### config.mk
export PLATFORM = sky130hd
export DESIGN_NAME = banked_buffer_top
export DESIGN_NICKNAME = d
export VERILOG_FILES = /design/src/source/buf_addr_pkg.sv /design/src/source/buf_data_pkg.sv /design/src/source/bank_router.sv /design/src/source/dp_sram_bank.sv /design/src/source/read_collector.sv /design/src/source/banked_buffer_top.sv
export VERILOG_INCLUDE_DIRS = /design/src /design/src/include
export SDC_FILE = /design/constraint.sdc
export NUM_CORES = 1
export LEC_CHECK = 0
export BUFFER_PORTS_ARGS = -buffer_cell sky130_fd_sc_hd__buf_2
export CORE_AREA = 3 3 288 290
export CTS_CLUSTER_SIZE = 12
export DETAILED_ROUTE_END_ITERATION = 10
export DIE_AREA = 0 0 291 293
export PLACE_DENSITY_LB_ADDON = 0.3
export SYNTH_ARGS = -nofsm -noshare
export SYNTH_HDL_FRONTEND = slang
export SYNTH_SLANG_ARGS = --single-unit
### constraint.sdc
create_clock -name clk_a -period 2.31 [get_ports clk_a]
set_clock_uncertainty 0.2 [all_clocks]
set_input_delay 0.231 -clock clk_a [delete_from_list [all_inputs] [get_ports clk_a]]
set_output_delay 0.231 -clock clk_a [all_outputs]
set_load 0.03 [all_outputs]
### src/include/bank_params.svh
/*
 * banked buffer sizing
 * bank count, row address width per bank and word width,
 * shared by the packages and every rtl block of the buffer
 */

`ifndef BANK_PARAMS_SVH
`define BANK_PARAMS_SVH

// number of interleaved banks, power of two
`define BANK_COUNT 4

// row address bits inside one bank, 16 rows
`define ROW_BITS 4

// payload width of one stored word
`define WORD_BITS 16

`endif

### src/source/buf_addr_pkg.sv
/*
 * buffer address types
 * a buffer address is the row above the bank index, so
 * consecutive addresses land in consecutive banks
 */

`default_nettype none

`include "bank_params.svh"

package buf_addr_pkg;

	// low address bits, select the bank
	typedef logic [$clog2(`BANK_COUNT)-1:0] bank_idx_t;

	typedef logic [`ROW_BITS-1:0] row_t; // word within a bank

	// full address, row in the upper bits
	typedef struct packed {
		row_t      row;
		bank_idx_t bank;
	} buf_addr_t;

endpackage

`default_nettype wire

### src/source/buf_data_pkg.sv
/*
 * buffer payload type
 * one word as stored in every bank
 */

`default_nettype none

`include "bank_params.svh"

package buf_data_pkg;

	// stored word, no byte lanes
	typedef logic [`WORD_BITS-1:0] word_t;

endpackage

`default_nettype wire

### src/source/bank_router.sv
/*
 * bank router
 * registers the write and read commands, splits each address
 * into bank and row and decodes the bank into one-hot enables.
 * the read bank index goes on to the read collector
 */

`default_nettype none

`include "bank_params.svh"

module bank_router (
	input  wire                             clk_a,
	input  wire                             rst_n,
	// write command
	input  wire                             wr_en,
	input  wire buf_addr_pkg::buf_addr_t    wr_addr,
	input  wire buf_data_pkg::word_t        wr_data,
	// read command
	input  wire                             rd_en,
	input  wire buf_addr_pkg::buf_addr_t    rd_addr,
	// towards the banks
	output logic [`BANK_COUNT-1:0]          bank_wr_en,
	output buf_addr_pkg::row_t              bank_wr_row,
	output buf_data_pkg::word_t             bank_wr_data,
	output logic [`BANK_COUNT-1:0]          bank_rd_en,
	output buf_addr_pkg::row_t              bank_rd_row,
	// towards the collector
	output logic                            req_valid,
	output buf_addr_pkg::bank_idx_t         req_bank
);

	import buf_addr_pkg::*;

	bank_idx_t              wr_bank, rd_bank; // low address bits
	row_t                   wr_row, rd_row;   // high address bits
	logic [`BANK_COUNT-1:0] wr_dec, rd_dec;   // one-hot, before the register

	assign wr_bank = wr_addr.bank;
	assign wr_row  = wr_addr.row;
	assign rd_bank = rd_addr.bank;
	assign rd_row  = rd_addr.row;

	// a single bit set per enabled command
	always_comb begin
		wr_dec          = '0;
		rd_dec          = '0;
		wr_dec[wr_bank] = wr_en;
		rd_dec[rd_bank] = rd_en;
	end

	// control side, cleared by reset
	always_ff @(posedge clk_a or negedge rst_n) begin
		if (!rst_n) begin
			bank_wr_en <= '0;
			bank_rd_en <= '0;
			req_valid  <= 1'b0;
			req_bank   <= '0;
		end else begin
			bank_wr_en <= wr_dec;
			bank_rd_en <= rd_dec;
			req_valid  <= rd_en; // one pulse per read
			if (rd_en)
				req_bank <= rd_bank; // collector needs it one stage later
		end
	end

	// rows and data only load with their command
	always_ff @(posedge clk_a) begin
		if (wr_en) begin
			bank_wr_row  <= wr_row;
			bank_wr_data <= wr_data;
		end
		if (rd_en)
			bank_rd_row <= rd_row;
	end

	// a command never reaches more than one bank
	a_onehot_en: assert property (@(posedge clk_a) disable iff (!rst_n)
		$onehot0(bank_wr_en) && $onehot0(bank_rd_en));

endmodule

`default_nettype wire

### src/source/dp_sram_bank.sv
/*
 * dual-port sram bank
 * one write port and one read port on the same clock,
 * synchronous registered read, read-first on a collision
 */

`default_nettype none

`include "bank_params.svh"

module dp_sram_bank (
	input  wire                         clk_a,
	// write port
	input  wire                         wr_en,
	input  wire buf_addr_pkg::row_t     wr_row,
	input  wire buf_data_pkg::word_t    wr_data,
	// read port
	input  wire                         rd_en,
	input  wire buf_addr_pkg::row_t     rd_row,
	output buf_data_pkg::word_t         rd_data
);

	import buf_addr_pkg::*;
	import buf_data_pkg::*;

	localparam int unsigned ROWS = 2 ** $bits(row_t); // rows in this bank

	// storage array, contents start undefined
	word_t mem [0:ROWS-1];

	// write port
	always_ff @(posedge clk_a) begin
		if (wr_en)
			mem[wr_row] <= wr_data;
	end

	// read port, nonblocking so a same-edge write is not seen
	always_ff @(posedge clk_a) begin
		if (rd_en)
			rd_data <= mem[rd_row]; // holds between reads
	end

	// router must hand over a resolved row with every enable
	a_wr_row_known: assert property (@(posedge clk_a)
		wr_en |-> !$isunknown(wr_row));

	a_rd_row_known: assert property (@(posedge clk_a)
		rd_en |-> !$isunknown(rd_row));

endmodule

`default_nettype wire

### src/source/read_collector.sv
/*
 * read collector
 * follows each read request through the bank stage, then
 * picks the word of the addressed bank into the output
 * register and pulses rd_valid with it
 */

`default_nettype none

`include "bank_params.svh"

module read_collector (
	input  wire                                              clk_a,
	input  wire                                              rst_n,
	// request from the router in the same stage as the bank enables
	input  wire                                              req_valid,
	input  wire buf_addr_pkg::bank_idx_t                     req_bank,
	// registered word of every bank
	input  wire buf_data_pkg::word_t [`BANK_COUNT-1:0]       bank_rd_data,
	// answer
	output logic                                             rd_valid,
	output buf_data_pkg::word_t                              rd_data
);

	import buf_addr_pkg::*;

	logic      req_valid_d; // lined up with the bank read register
	bank_idx_t req_bank_d;

	// delayed one stage to match the bank read latency
	always_ff @(posedge clk_a or negedge rst_n) begin
		if (!rst_n) begin
			req_valid_d <= 1'b0;
			req_bank_d  <= '0;
		end else begin
			req_valid_d <= req_valid;
			if (req_valid)
				req_bank_d <= req_bank;
		end
	end

	// single-cycle valid strobe per read
	always_ff @(posedge clk_a or negedge rst_n) begin
		if (!rst_n)
			rd_valid <= 1'b0;
		else
			rd_valid <= req_valid_d;
	end

	// output word loads only when a read completes
	always_ff @(posedge clk_a) begin
		if (req_valid_d)
			rd_data <= bank_rd_data[req_bank_d];
	end

	// nothing enters or leaves while the buffer is held in reset
	a_quiet_in_reset: assert property (@(posedge clk_a)
		!rst_n |-> !req_valid && !rd_valid);

endmodule

`default_nettype wire

### src/source/banked_buffer_top.sv
/*
 * banked dual-port word buffer
 * address interleaved over BANK_COUNT sram banks, one write
 * and one read per cycle, every read answers three cycles later
 */

`default_nettype none

`include "bank_params.svh"

module banked_buffer_top (
	input  wire                             clk_a,
	input  wire                             rst_n,
	// write port
	input  wire                             wr_en,
	input  wire buf_addr_pkg::buf_addr_t    wr_addr,
	input  wire buf_data_pkg::word_t        wr_data,
	// read port
	input  wire                             rd_en,
	input  wire buf_addr_pkg::buf_addr_t    rd_addr,
	output logic                            rd_valid,
	output buf_data_pkg::word_t             rd_data
);

	import buf_addr_pkg::*;
	import buf_data_pkg::*;

	logic [`BANK_COUNT-1:0]  bank_wr_en;   // one-hot per write
	row_t                    bank_wr_row;  // shared by all banks
	word_t                   bank_wr_data;
	logic [`BANK_COUNT-1:0]  bank_rd_en;   // one-hot per read
	row_t                    bank_rd_row;
	logic                    req_valid;
	bank_idx_t               req_bank;
	word_t [`BANK_COUNT-1:0] bank_rd_data; // one word per bank

	bank_router u_router (
		.clk_a        (clk_a),
		.rst_n        (rst_n),
		.wr_en        (wr_en),
		.wr_addr      (wr_addr),
		.wr_data      (wr_data),
		.rd_en        (rd_en),
		.rd_addr      (rd_addr),
		.bank_wr_en   (bank_wr_en),
		.bank_wr_row  (bank_wr_row),
		.bank_wr_data (bank_wr_data),
		.bank_rd_en   (bank_rd_en),
		.bank_rd_row  (bank_rd_row),
		.req_valid    (req_valid),
		.req_bank     (req_bank)
	);

	// one bank per low address value
	for (genvar b = 0; b < `BANK_COUNT; b++) begin : g_bank
		dp_sram_bank u_bank (
			.clk_a   (clk_a),
			.wr_en   (bank_wr_en[b]),
			.wr_row  (bank_wr_row),
			.wr_data (bank_wr_data),
			.rd_en   (bank_rd_en[b]),
			.rd_row  (bank_rd_row),
			.rd_data (bank_rd_data[b])
		);
	end

	read_collector u_collector (
		.clk_a        (clk_a),
		.rst_n        (rst_n),
		.req_valid    (req_valid),
		.req_bank     (req_bank),
		.bank_rd_data (bank_rd_data),
		.rd_valid     (rd_valid),
		.rd_data      (rd_data)
	);

endmodule

`default_nettype wire

# Word-level counts from Yosys, hierarchy flattened
# Memory sizes are Yosys's and may differ from the RTL's. A register that Yosys moved wholly into a read port is not among the register bits.
# Cells that the tools add are included.
[totals] regBits=55 ramBits=1024 in_bits=32 output_inout_bits=17 mem_count=4
[memory_table] memory="g_bank[0].u_bank.mem" words=16 word_bits=16 rd=1 rd_ports_with_merged_regs=1 write_ports=1 line_no="dp_sram_bank.sv:29" source="word_t mem [0:ROWS-1];"
[memory_table] memory="g_bank[1].u_bank.mem" words=16 word_bits=16 rd=1 rd_ports_with_merged_regs=1 write_ports=1 line_no="dp_sram_bank.sv:29"
[memory_table] memory="g_bank[2].u_bank.mem" words=16 word_bits=16 rd=1 rd_ports_with_merged_regs=1 write_ports=1 line_no="dp_sram_bank.sv:29"
[memory_table] memory="g_bank[3].u_bank.mem" words=16 word_bits=16 rd=1 rd_ports_with_merged_regs=1 write_ports=1 line_no="dp_sram_bank.sv:29"
[op_classes] order_cmp=5 n_mux=14 bitwise_logic=2 reduce_logical=2
[op_table] operator="16-bit binary-select mux with 2-bit select" count=1
[op_table] operator="16-bit two-way mux" count=1
[op_table] operator="1-bit two-way mux" count=10
[op_table] operator="2-bit by 3-bit less-than comparator with 1-bit output (second input constant)" count=3
[op_table] operator="4-bit bitwise AND" count=2
[op_table] operator="1-bit demux with 2-bit select" count=2
[op_table] operator="2-bit by 1-bit >= comparator with 1-bit output (second input constant)" count=2
[op_table] operator="1-bit logical AND" count=2

# Depth between registers and ports, before layout
# Gate-level depths: netlist of the first run.
[depth] word_depth=5 depth_mapped=6 depth_no_buf=3

# Modules after synthesis
# From an unflattened synthesis of the first run, not the netlist that was laid out.
[hier_totals] hier_cells=1815 area_unflattened_um2=42926.2
[modules_own_cells] module="dp_sram_bank" n_inst=4 cells_each=432 area_per_inst_um2=10203.5 seq_area_each_um2=8167.8
[modules_own_cells] module="bank_router" n_inst=1 cells_each=45 area_per_inst_um2=1081.0 seq_area_each_um2=996.0
[modules_own_cells] module="read_collector" n_inst=1 cells_each=42 area_per_inst_um2=1031.0 seq_area_each_um2=580.6

# Worst setup path before layout of the first run
# Ideal clock, no wire load.
[synth_timing] kind="register to register" start="register u_router.bank_rd_row[0]" end="register g_bank[0].u_bank.rd_data[10], read port of g_bank[0].u_bank.mem, data pin" setup_ns=0.259 t_arrival_ns=1.554 required_time_ns=1.851 path_slack_ns=0.297 stages_incl_launch_ff=7 synth_period_minus_slack_ns=2.013 cell_sequence="edfxtp_1 > buf_2 > buf_6 > buf_2 > mux4_2 > a22oi_1 > nand2_1"
[synth_rtl] item="start: declaration" line_no="bank_router.sv:27" source="output buf_addr_pkg::row_t bank_rd_row,"
[synth_rtl] item="start signal: assignment" line_no="bank_router.sv:75" source="bank_rd_row <= rd_row;"
[synth_rtl] item="end: declaration" line_no="dp_sram_bank.sv:20" source="output buf_data_pkg::word_t rd_data"

==> results of run 1 <==
registers in the layout, summed over array words and instances, names as in the netlist:
name,cells
u_collector.req_bank_d,2
u_router.bank_wr_row,4
u_router.bank_rd_en,4
u_collector.rd_valid,1
u_router.req_valid,1
g_bank.u_bank.rd_data,64
u_router.bank_rd_row,4
u_router.bank_wr_data,16
u_collector.rd_data,16
u_router.bank_wr_en,4
g_bank.u_bank.mem,1024
u_router.req_bank,2
u_collector.req_valid_d,1
repair_timing:
action                                 in CTS  in global routing
setup endpoints to repair                  46                252
hold buffers                               36                  0
buffers inserted                           12                 19
resized for setup                          27                 78
pin swaps                                   0                 17
endpoints found under the hold margin      74                  0
cloned                                      3                  9
per-stage QoR:
stage	instances	hold slack, ns	area (µm²)	util
final	3264	0.0716	50900	0.631
after global routing	3257	0.0677	50800	0.631
after CTS	3229	0.0335	50100	0.622
after detailed placement	3003	0.0224	46300	0.575
after global placement	3003	0.00572	46300	0.575
after floorplan	1804	-0.265	42700	-
synthesized netlist by cell type:
| master | instances | share of area |
|---|---|---|
| buf_1 | 14 | 0.0012 |
| edfxtp_1 | 1128 | 0.79 |
| mux4_2 | 272 | 0.14 |
| nor2b_1 | 2 | 0.00029 |
| dfrtp_1 | 15 | 0.0088 |
| buf_2 | 15 | 0.0018 |
| and3_1 | 2 | 0.00029 |
| o21ai_0 | 1 | 0.00012 |
| and3b_1 | 2 | 0.00041 |
| nor3b_1 | 2 | 0.00035 |
| buf_4 | 6 | 0.0011 |
| buf_6 | 13 | 0.0034 |
| a22oi_1 | 128 | 0.023 |
| clkbuf_1 | 44 | 0.0039 |
| and2_1 | 65 | 0.0095 |
| nand2b_1 | 4 | 0.00059 |
| nor2_1 | 12 | 0.0011 |
| mux2_2 | 3 | 0.00079 |
| inv_1 | 1 | 0.000088 |
| nor4_1 | 1 | 0.00015 |
| nor3_1 | 6 | 0.00070 |
| nand2_1 | 68 | 0.0060 |
final cells by class:
| type | count | area (µm²) | share of cell area |
|---|---|---|---|
| diodes | 8 | 20.0 | 0.000394 |
| clock buffers | 155 | 3000 | 0.0589 |
| clock inverters | 20 | 140 | 0.00276 |
| inverters | 1 | 3.75 | 0.0000738 |
| multi-input cells | 568 | 8290 | 0.163 |
| flip-flops and latches | 1143 | 34200 | 0.673 |
| well taps | 1060 | 1330 | 0.0261 |
| repair buffers | 309 | 3840 | 0.0754 |
report_power, final:
group          switching (µW)  internal, µW
registers                 160         23300
clock network            7120          9010
logic                    1870          1460
kinds of logic (layout without fill, tap and decap cells):
group,Yosys count,in the layout,synth area share
AOI/OAI and AO/OA,129,129,0.0226
muxes,275,275,0.144
DFF,1143,1143,0.802
other,0,8,0
and+or+nand+nor,164,164,0.0193
buffers and inverters,93,485,0.0114
path summary, 6_finish.rpt:
| check | start | endpoint | cells past startpoint | slack (ns) |
|---|---|---|---|---|
| max in group asynchronous | rst_n | u_router.bank_wr_en[1] | 3 | 0.54 |
| min in group asynchronous | rst_n | u_collector.req_bank_d[0] | 3 | 0.73 |
| worst min-delay path | wr_data[4] | u_router.bank_wr_data[4] | 2 | 0.07 |
| worst max register to register | u_router.bank_rd_row[0] | g_bank[1].u_bank.rd_data[6] | 8 | -0.05 |
| worst min register to register | u_router.req_bank[0] | u_router.req_bank[0] | 1 | 0.32 |
| worst max-delay path | u_router.bank_rd_row[0] | g_bank[1].u_bank.rd_data[6] | 8 | -0.05 |
cells in the final DEF (no fill, tap or decap), types with 3 or more instances in the layout:
master,instances
nand2_2,6
clkbuf_1,41
clkinv_1,9
nor2_1,10
buf_6,7
mux2_2,3
nand2b_1,4
nor3_1,3
dfrtp_1,15
edfxtp_1,1128
diode_2,8
mux4_2,272
buf_12,98
buf_2,48
clkbuf_16,121
buf_4,103
clkinv_2,7
a22oi_1,73
dlygate4sd3_1,36
buf_16,7
a22oi_2,55
and2_1,64
nand2_1,61
nor3_2,3
routing by layer:
metal / up-vias / routed length [µm] / GRT usage
met5: - / 40 / 0
met4: 6 / 2180 / 0.0656
met3: 145 / 9460 / 0.0533
met2: 1084 / 46600 / 0.349
met1: 10804 / 40000 / 0.338
li1: 8345 / - / -
critical path: stages, from the launching register on:
cell       delay (ns)
edfxtp_1         0.41
buf_6            0.15
buf_12           0.13
clkbuf_16        0.17
clkbuf_16        0.17
buf_4            0.14
mux4_2           0.47
a22oi_2          0.20
nand2_1          0.06
==> out/qor.txt, run 1 <==
Clk_lat worst skew = 0.66 ns
Maximum fanout along the worst path = 4
Power Total = 42900 µW
H-tree depth = 3
Drt drc = 0
RePlAce Congestion = 0.839
Vias in the first global route = 20539
Pre-CTS WS = -0.155 ns
Die Wd = 291 µm
GR Overflow Total = 0
Worst EP arrival = 2.57 ns
Syn avg cell area = 23.7 µm²
CP Class = flip-flop to flip-flop
Slew at the pin with the worst max-slew slack = 1.06 ns
Status = finished with violations
HP Class = input pin to flip-flop
Clock sinks = 1143
Die Y = 293 µm
Final worst setup slack = -0.0483 ns
Power Dens Cells = 844 mW/mm²
Period utilization = 1.02
Drt first pass iters = 5
Vias per cell = 6.25
Hpwl dp = 55500 µm
Largest net degree at the start of global routing = 65
Failing checks = setup timing
Root cell of the clock tree = clkbuf_16
Post-Syn Area = 0.0427 mm²
I/O pins = 49
Row count = 104
Setup TNS = -0.0978 ns
Core ar. = 0.0805 mm²
RSZ-0062 raised after global routing = true
Sequential-to-total area share from yosys stat = 0.802
Synth Register Bits = 1143
Max-cap violations = 0
Avg WL per Cell = 30.1 µm
Global Route Usage Sum = 0.229
Final WL = 98300 µm
Clk slew on worst S/H paths = 0.06 ns
Die footprint = 0.0853 mm²
Layout area overhead = 19.1%
ANT nets after route = 0
Cts bufs inserted = 111
Fmax = 424 MHz
Crit. End Element = flip-flop
Final #Nets = 2166
Total number of vias = 20384
Yosys warnings = 0
Post-Syn Nets = 1836
Critical Path Source Type = flip-flop
Layout cells sized above 1 = 0.338
Max Buffers Root-to-Sink = 3
Worst VDD drop = 0.620 mV
Fill count = 5143
Slew Limit Fails = 0
Headroom to the max-slew limit = 0.293
1st-iter DRT viols = 2569
Unique masters post-synth = 22
Final Setup Violations = 4
Final min period = 2.36 ns
Mapped Cells = 1804
Initial Util = 0.530
Global-route wire length before repair = 142000 µm
Hold Violations, Final = 0
Critical path data required time = 2.52 ns
TritonCTS clock tree = built
Initial antenna violation count = 13
Number of port buffers = 48
Lkg Pwr = 0.0164 µW
Note: power is estimated with default switching activity, not from simulation.
==> run 2: changes to the inputs <==
--- a/config.mk
+++ b/config.mk
@@ -12,6 +12,7 @@
 export DETAILED_ROUTE_END_ITERATION = 10
 export DIE_AREA = 0 0 291 293
 export PLACE_DENSITY_LB_ADDON = 0.3
+export RECOVER_POWER = 100
 export SYNTH_ARGS = -nofsm -noshare
 export SYNTH_HDL_FRONTEND = slang
 export SYNTH_SLANG_ARGS = --single-unit
==> run 2 against run 1 <==
  * The flow finishes with violations (capacitance limit, slew limit, setup timing)
  * Worst hold slack about the same
  * Final cell count barely moved
  * Sequential share of layout area is 1.1 points higher
  * Flip-flop and latch count unchanged
  * Largest cell class unchanged
  * Highest routed layer unchanged
==> out/qor.txt, run 2 (synthesis results as in run 1) <==
Clock share of power = 0.376
Switching fraction of total power = 0.213
Headroom to the max-slew limit = -0.0690
ANT nets after route = 0
Metal1 wirelength = 40000 µm
Slew Limit Fails = 327
Max-cap violations = 6
Clock sinks = 1143
Pre-CTS WS = -0.155 ns
Crit. End Element = flip-flop
Non-Filler Cell Area, Final = 0.0501 mm²
Clk slew on worst S/H paths = 0.06 ns
Sw power = 9140 µW
Worst VDD drop = 0.619 mV
Worst setup startpoint = u_router.bank_wr_row[3]
DP Area = 0.0463 mm²
Hpwl dp = 55500 µm
Die Y = 293 µm
Initial Util = 0.530
CP Class = flip-flop to flip-flop
H-tree depth = 3
Core ar. = 0.0805 mm²
Global Route Usage Sum = 0.229
Final Setup Violations = 68
Cts bufs inserted = 111
Commonest non-fill, non-tap cell in the layout = edfxtp_1
Period utilization = 1.03
Maximum fanout along the worst path = 16
Layout cells sized above 1 = 0.323
1st-iter DRT viols = 2413
Critical Path Source Type = flip-flop
Die footprint = 0.0853 mm²
Avg WL per Cell = 30.2 µm
Crit path cell chain = nand2b_1, nor2_1, clkbuf_4, and2_1, buf_12
Routed met2 length = 46800 µm
Worst Min Path Start = wr_data[4]
Row count = 104
Lkg Pwr = 0.0161 µW
Global-route wire length before repair = 142000 µm
Layout area overhead = 17.3%
Max Buffers Root-to-Sink = 3
Largest net degree at the start of global routing = 65
RePlAce Congestion = 0.839
Comb pwr share = 0.076
Fmax = 421 MHz
Worst EP arrival = 2.54 ns
Worst r2r src = u_router.bank_wr_row[3]
Clk_lat worst skew = 0.66 ns
Largest register by flop count = g_bank.u_bank.mem
Power Dens Cells = 856 mW/mm²
Max reg flops = 1024
Failing checks = capacitance limit, slew limit, setup timing
Initial antenna violation count = 13
Final WL = 98500 µm
Root cell of the clock tree = clkbuf_16
Flop pwr share = 0.548
Die Wd = 291 µm
I/O pins = 49
Critical path data required time = 2.47 ns
Final min period = 2.37 ns
Vias per cell = 6.22
Layout Utilization = 0.622
Met3 WL post-DR = 9410 µm
HP Class = input pin to flip-flop
TritonCTS clock tree = built
Slew at the pin with the worst max-slew slack = 1.60 ns
Final worst setup slack = -0.0641 ns
Final #Nets = 2166
Drt first pass iters = 5
Worst path slowest cell = edfxtp_1
Number of port buffers = 48
Internal power = 33700 µW
Hold Violations, Final = 0
Total number of vias = 20288
Worst path max stage delay = 0.56 ns
Vias in the first global route = 20539
Most frequent cells in the layout = edfxtp_1, mux4_2, clkbuf_16, a22oi_1, clkbuf_1
GR Overflow Total = 0
Drt drc = 0
Top sig layer = met5
RSZ-0062 raised after global routing = true
Status = finished with violations
Largest regs = g_bank.u_bank.mem: 1024 flops, g_bank.u_bank.rd_data: 64 flops
run 2: cell types whose count changed in the layout (fill, tap and decap cells not counted), moves of 4 or more:
cell      previous run  this run
buf_12              98        41
clkbuf_1            41        73
clkbuf_2             0        24
clkbuf_4             0        35
buf_4              103        72
buf_2               48        30
clkbuf_8             1         5
and2_0               0        35
buf_6                7        18
and2_1              64        29
run 2: area by class of cell:
cell class                 instances  area (µm²)
antenna                            7        17.5
clock buffer                     155        3000
clock inverter                    20         140
fill                            5263       30500
inverter                           1        3.75
multi-input combinational        568        8290
sequential                      1143       34200
tap                             1060        1330
timing repair buffer             309        3050
run 2: final timing paths:
path / endpoint / slack (ns) / cells past startpoint
setup / recovery: g_bank[1].u_bank.mem[7][9] / -0.06 / 5
setup reg to reg: g_bank[1].u_bank.mem[7][9] / -0.06 / 5
max in group asynchronous: u_collector.req_valid_d / 0.43 / 3
hold reg to reg: u_collector.req_bank_d[0] / 0.31 / 1
hold / removal: u_router.bank_wr_data[4] / 0.07 / 2
min in group asynchronous: u_router.bank_wr_en[3] / 0.84 / 3
run 2: metal layers:
metal	vias up	track usage
li1	8339	-
met1	10777	0.338
met2	1008	0.349
met3	156	0.0533
met4	8	0.0656
met5	-	0
run 2: stage by stage:
stage | hold slack [ns] | setup TNS [ns] | total power [µW] | cells
finish | 0.0720 | -2.76 | 42900 | 3263
global route | 0.0677 | -8.99 | 44200 | 3257
CTS | 0.0335 | -0.658 | 42900 | 3229
detailed placement | 0.0224 | -2.28 | 26800 | 3003
global placement | 0.00572 | -0.670 | 26700 | 3003
floorplan | -0.265 | 0 | 25600 | 1804
run 2: critical path: cells and delay by family, from the launching register on:
family	cells	cell delay (ns)
buffers and inverters	2	0.43
DFF	1	0.56
and+or+nand+nor	3	0.86
run 2: power by group through the flow:
stage | logic [µW] | registers (µW) | clock network, µW
after global routing | 3450 | 23500 | 17200
after detailed placement | 2920 | 23900 | 0
final | 3250 | 23500 | 16100
after floorplan | 1490 | 24100 | 0
after global placement | 2840 | 23900 | 0
after CTS | 3090 | 23500 | 16400
run 2: what timing repair did:
item | CTS | global route
hold buffers | 36 | 0
pin swaps | 0 | 17
setup endpoints to repair | 46 | 252
endpoints found under the hold margin | 74 | 0
gates resized for setup | 27 | 78
setup buffers | 12 | 19
cloned | 3 | 9
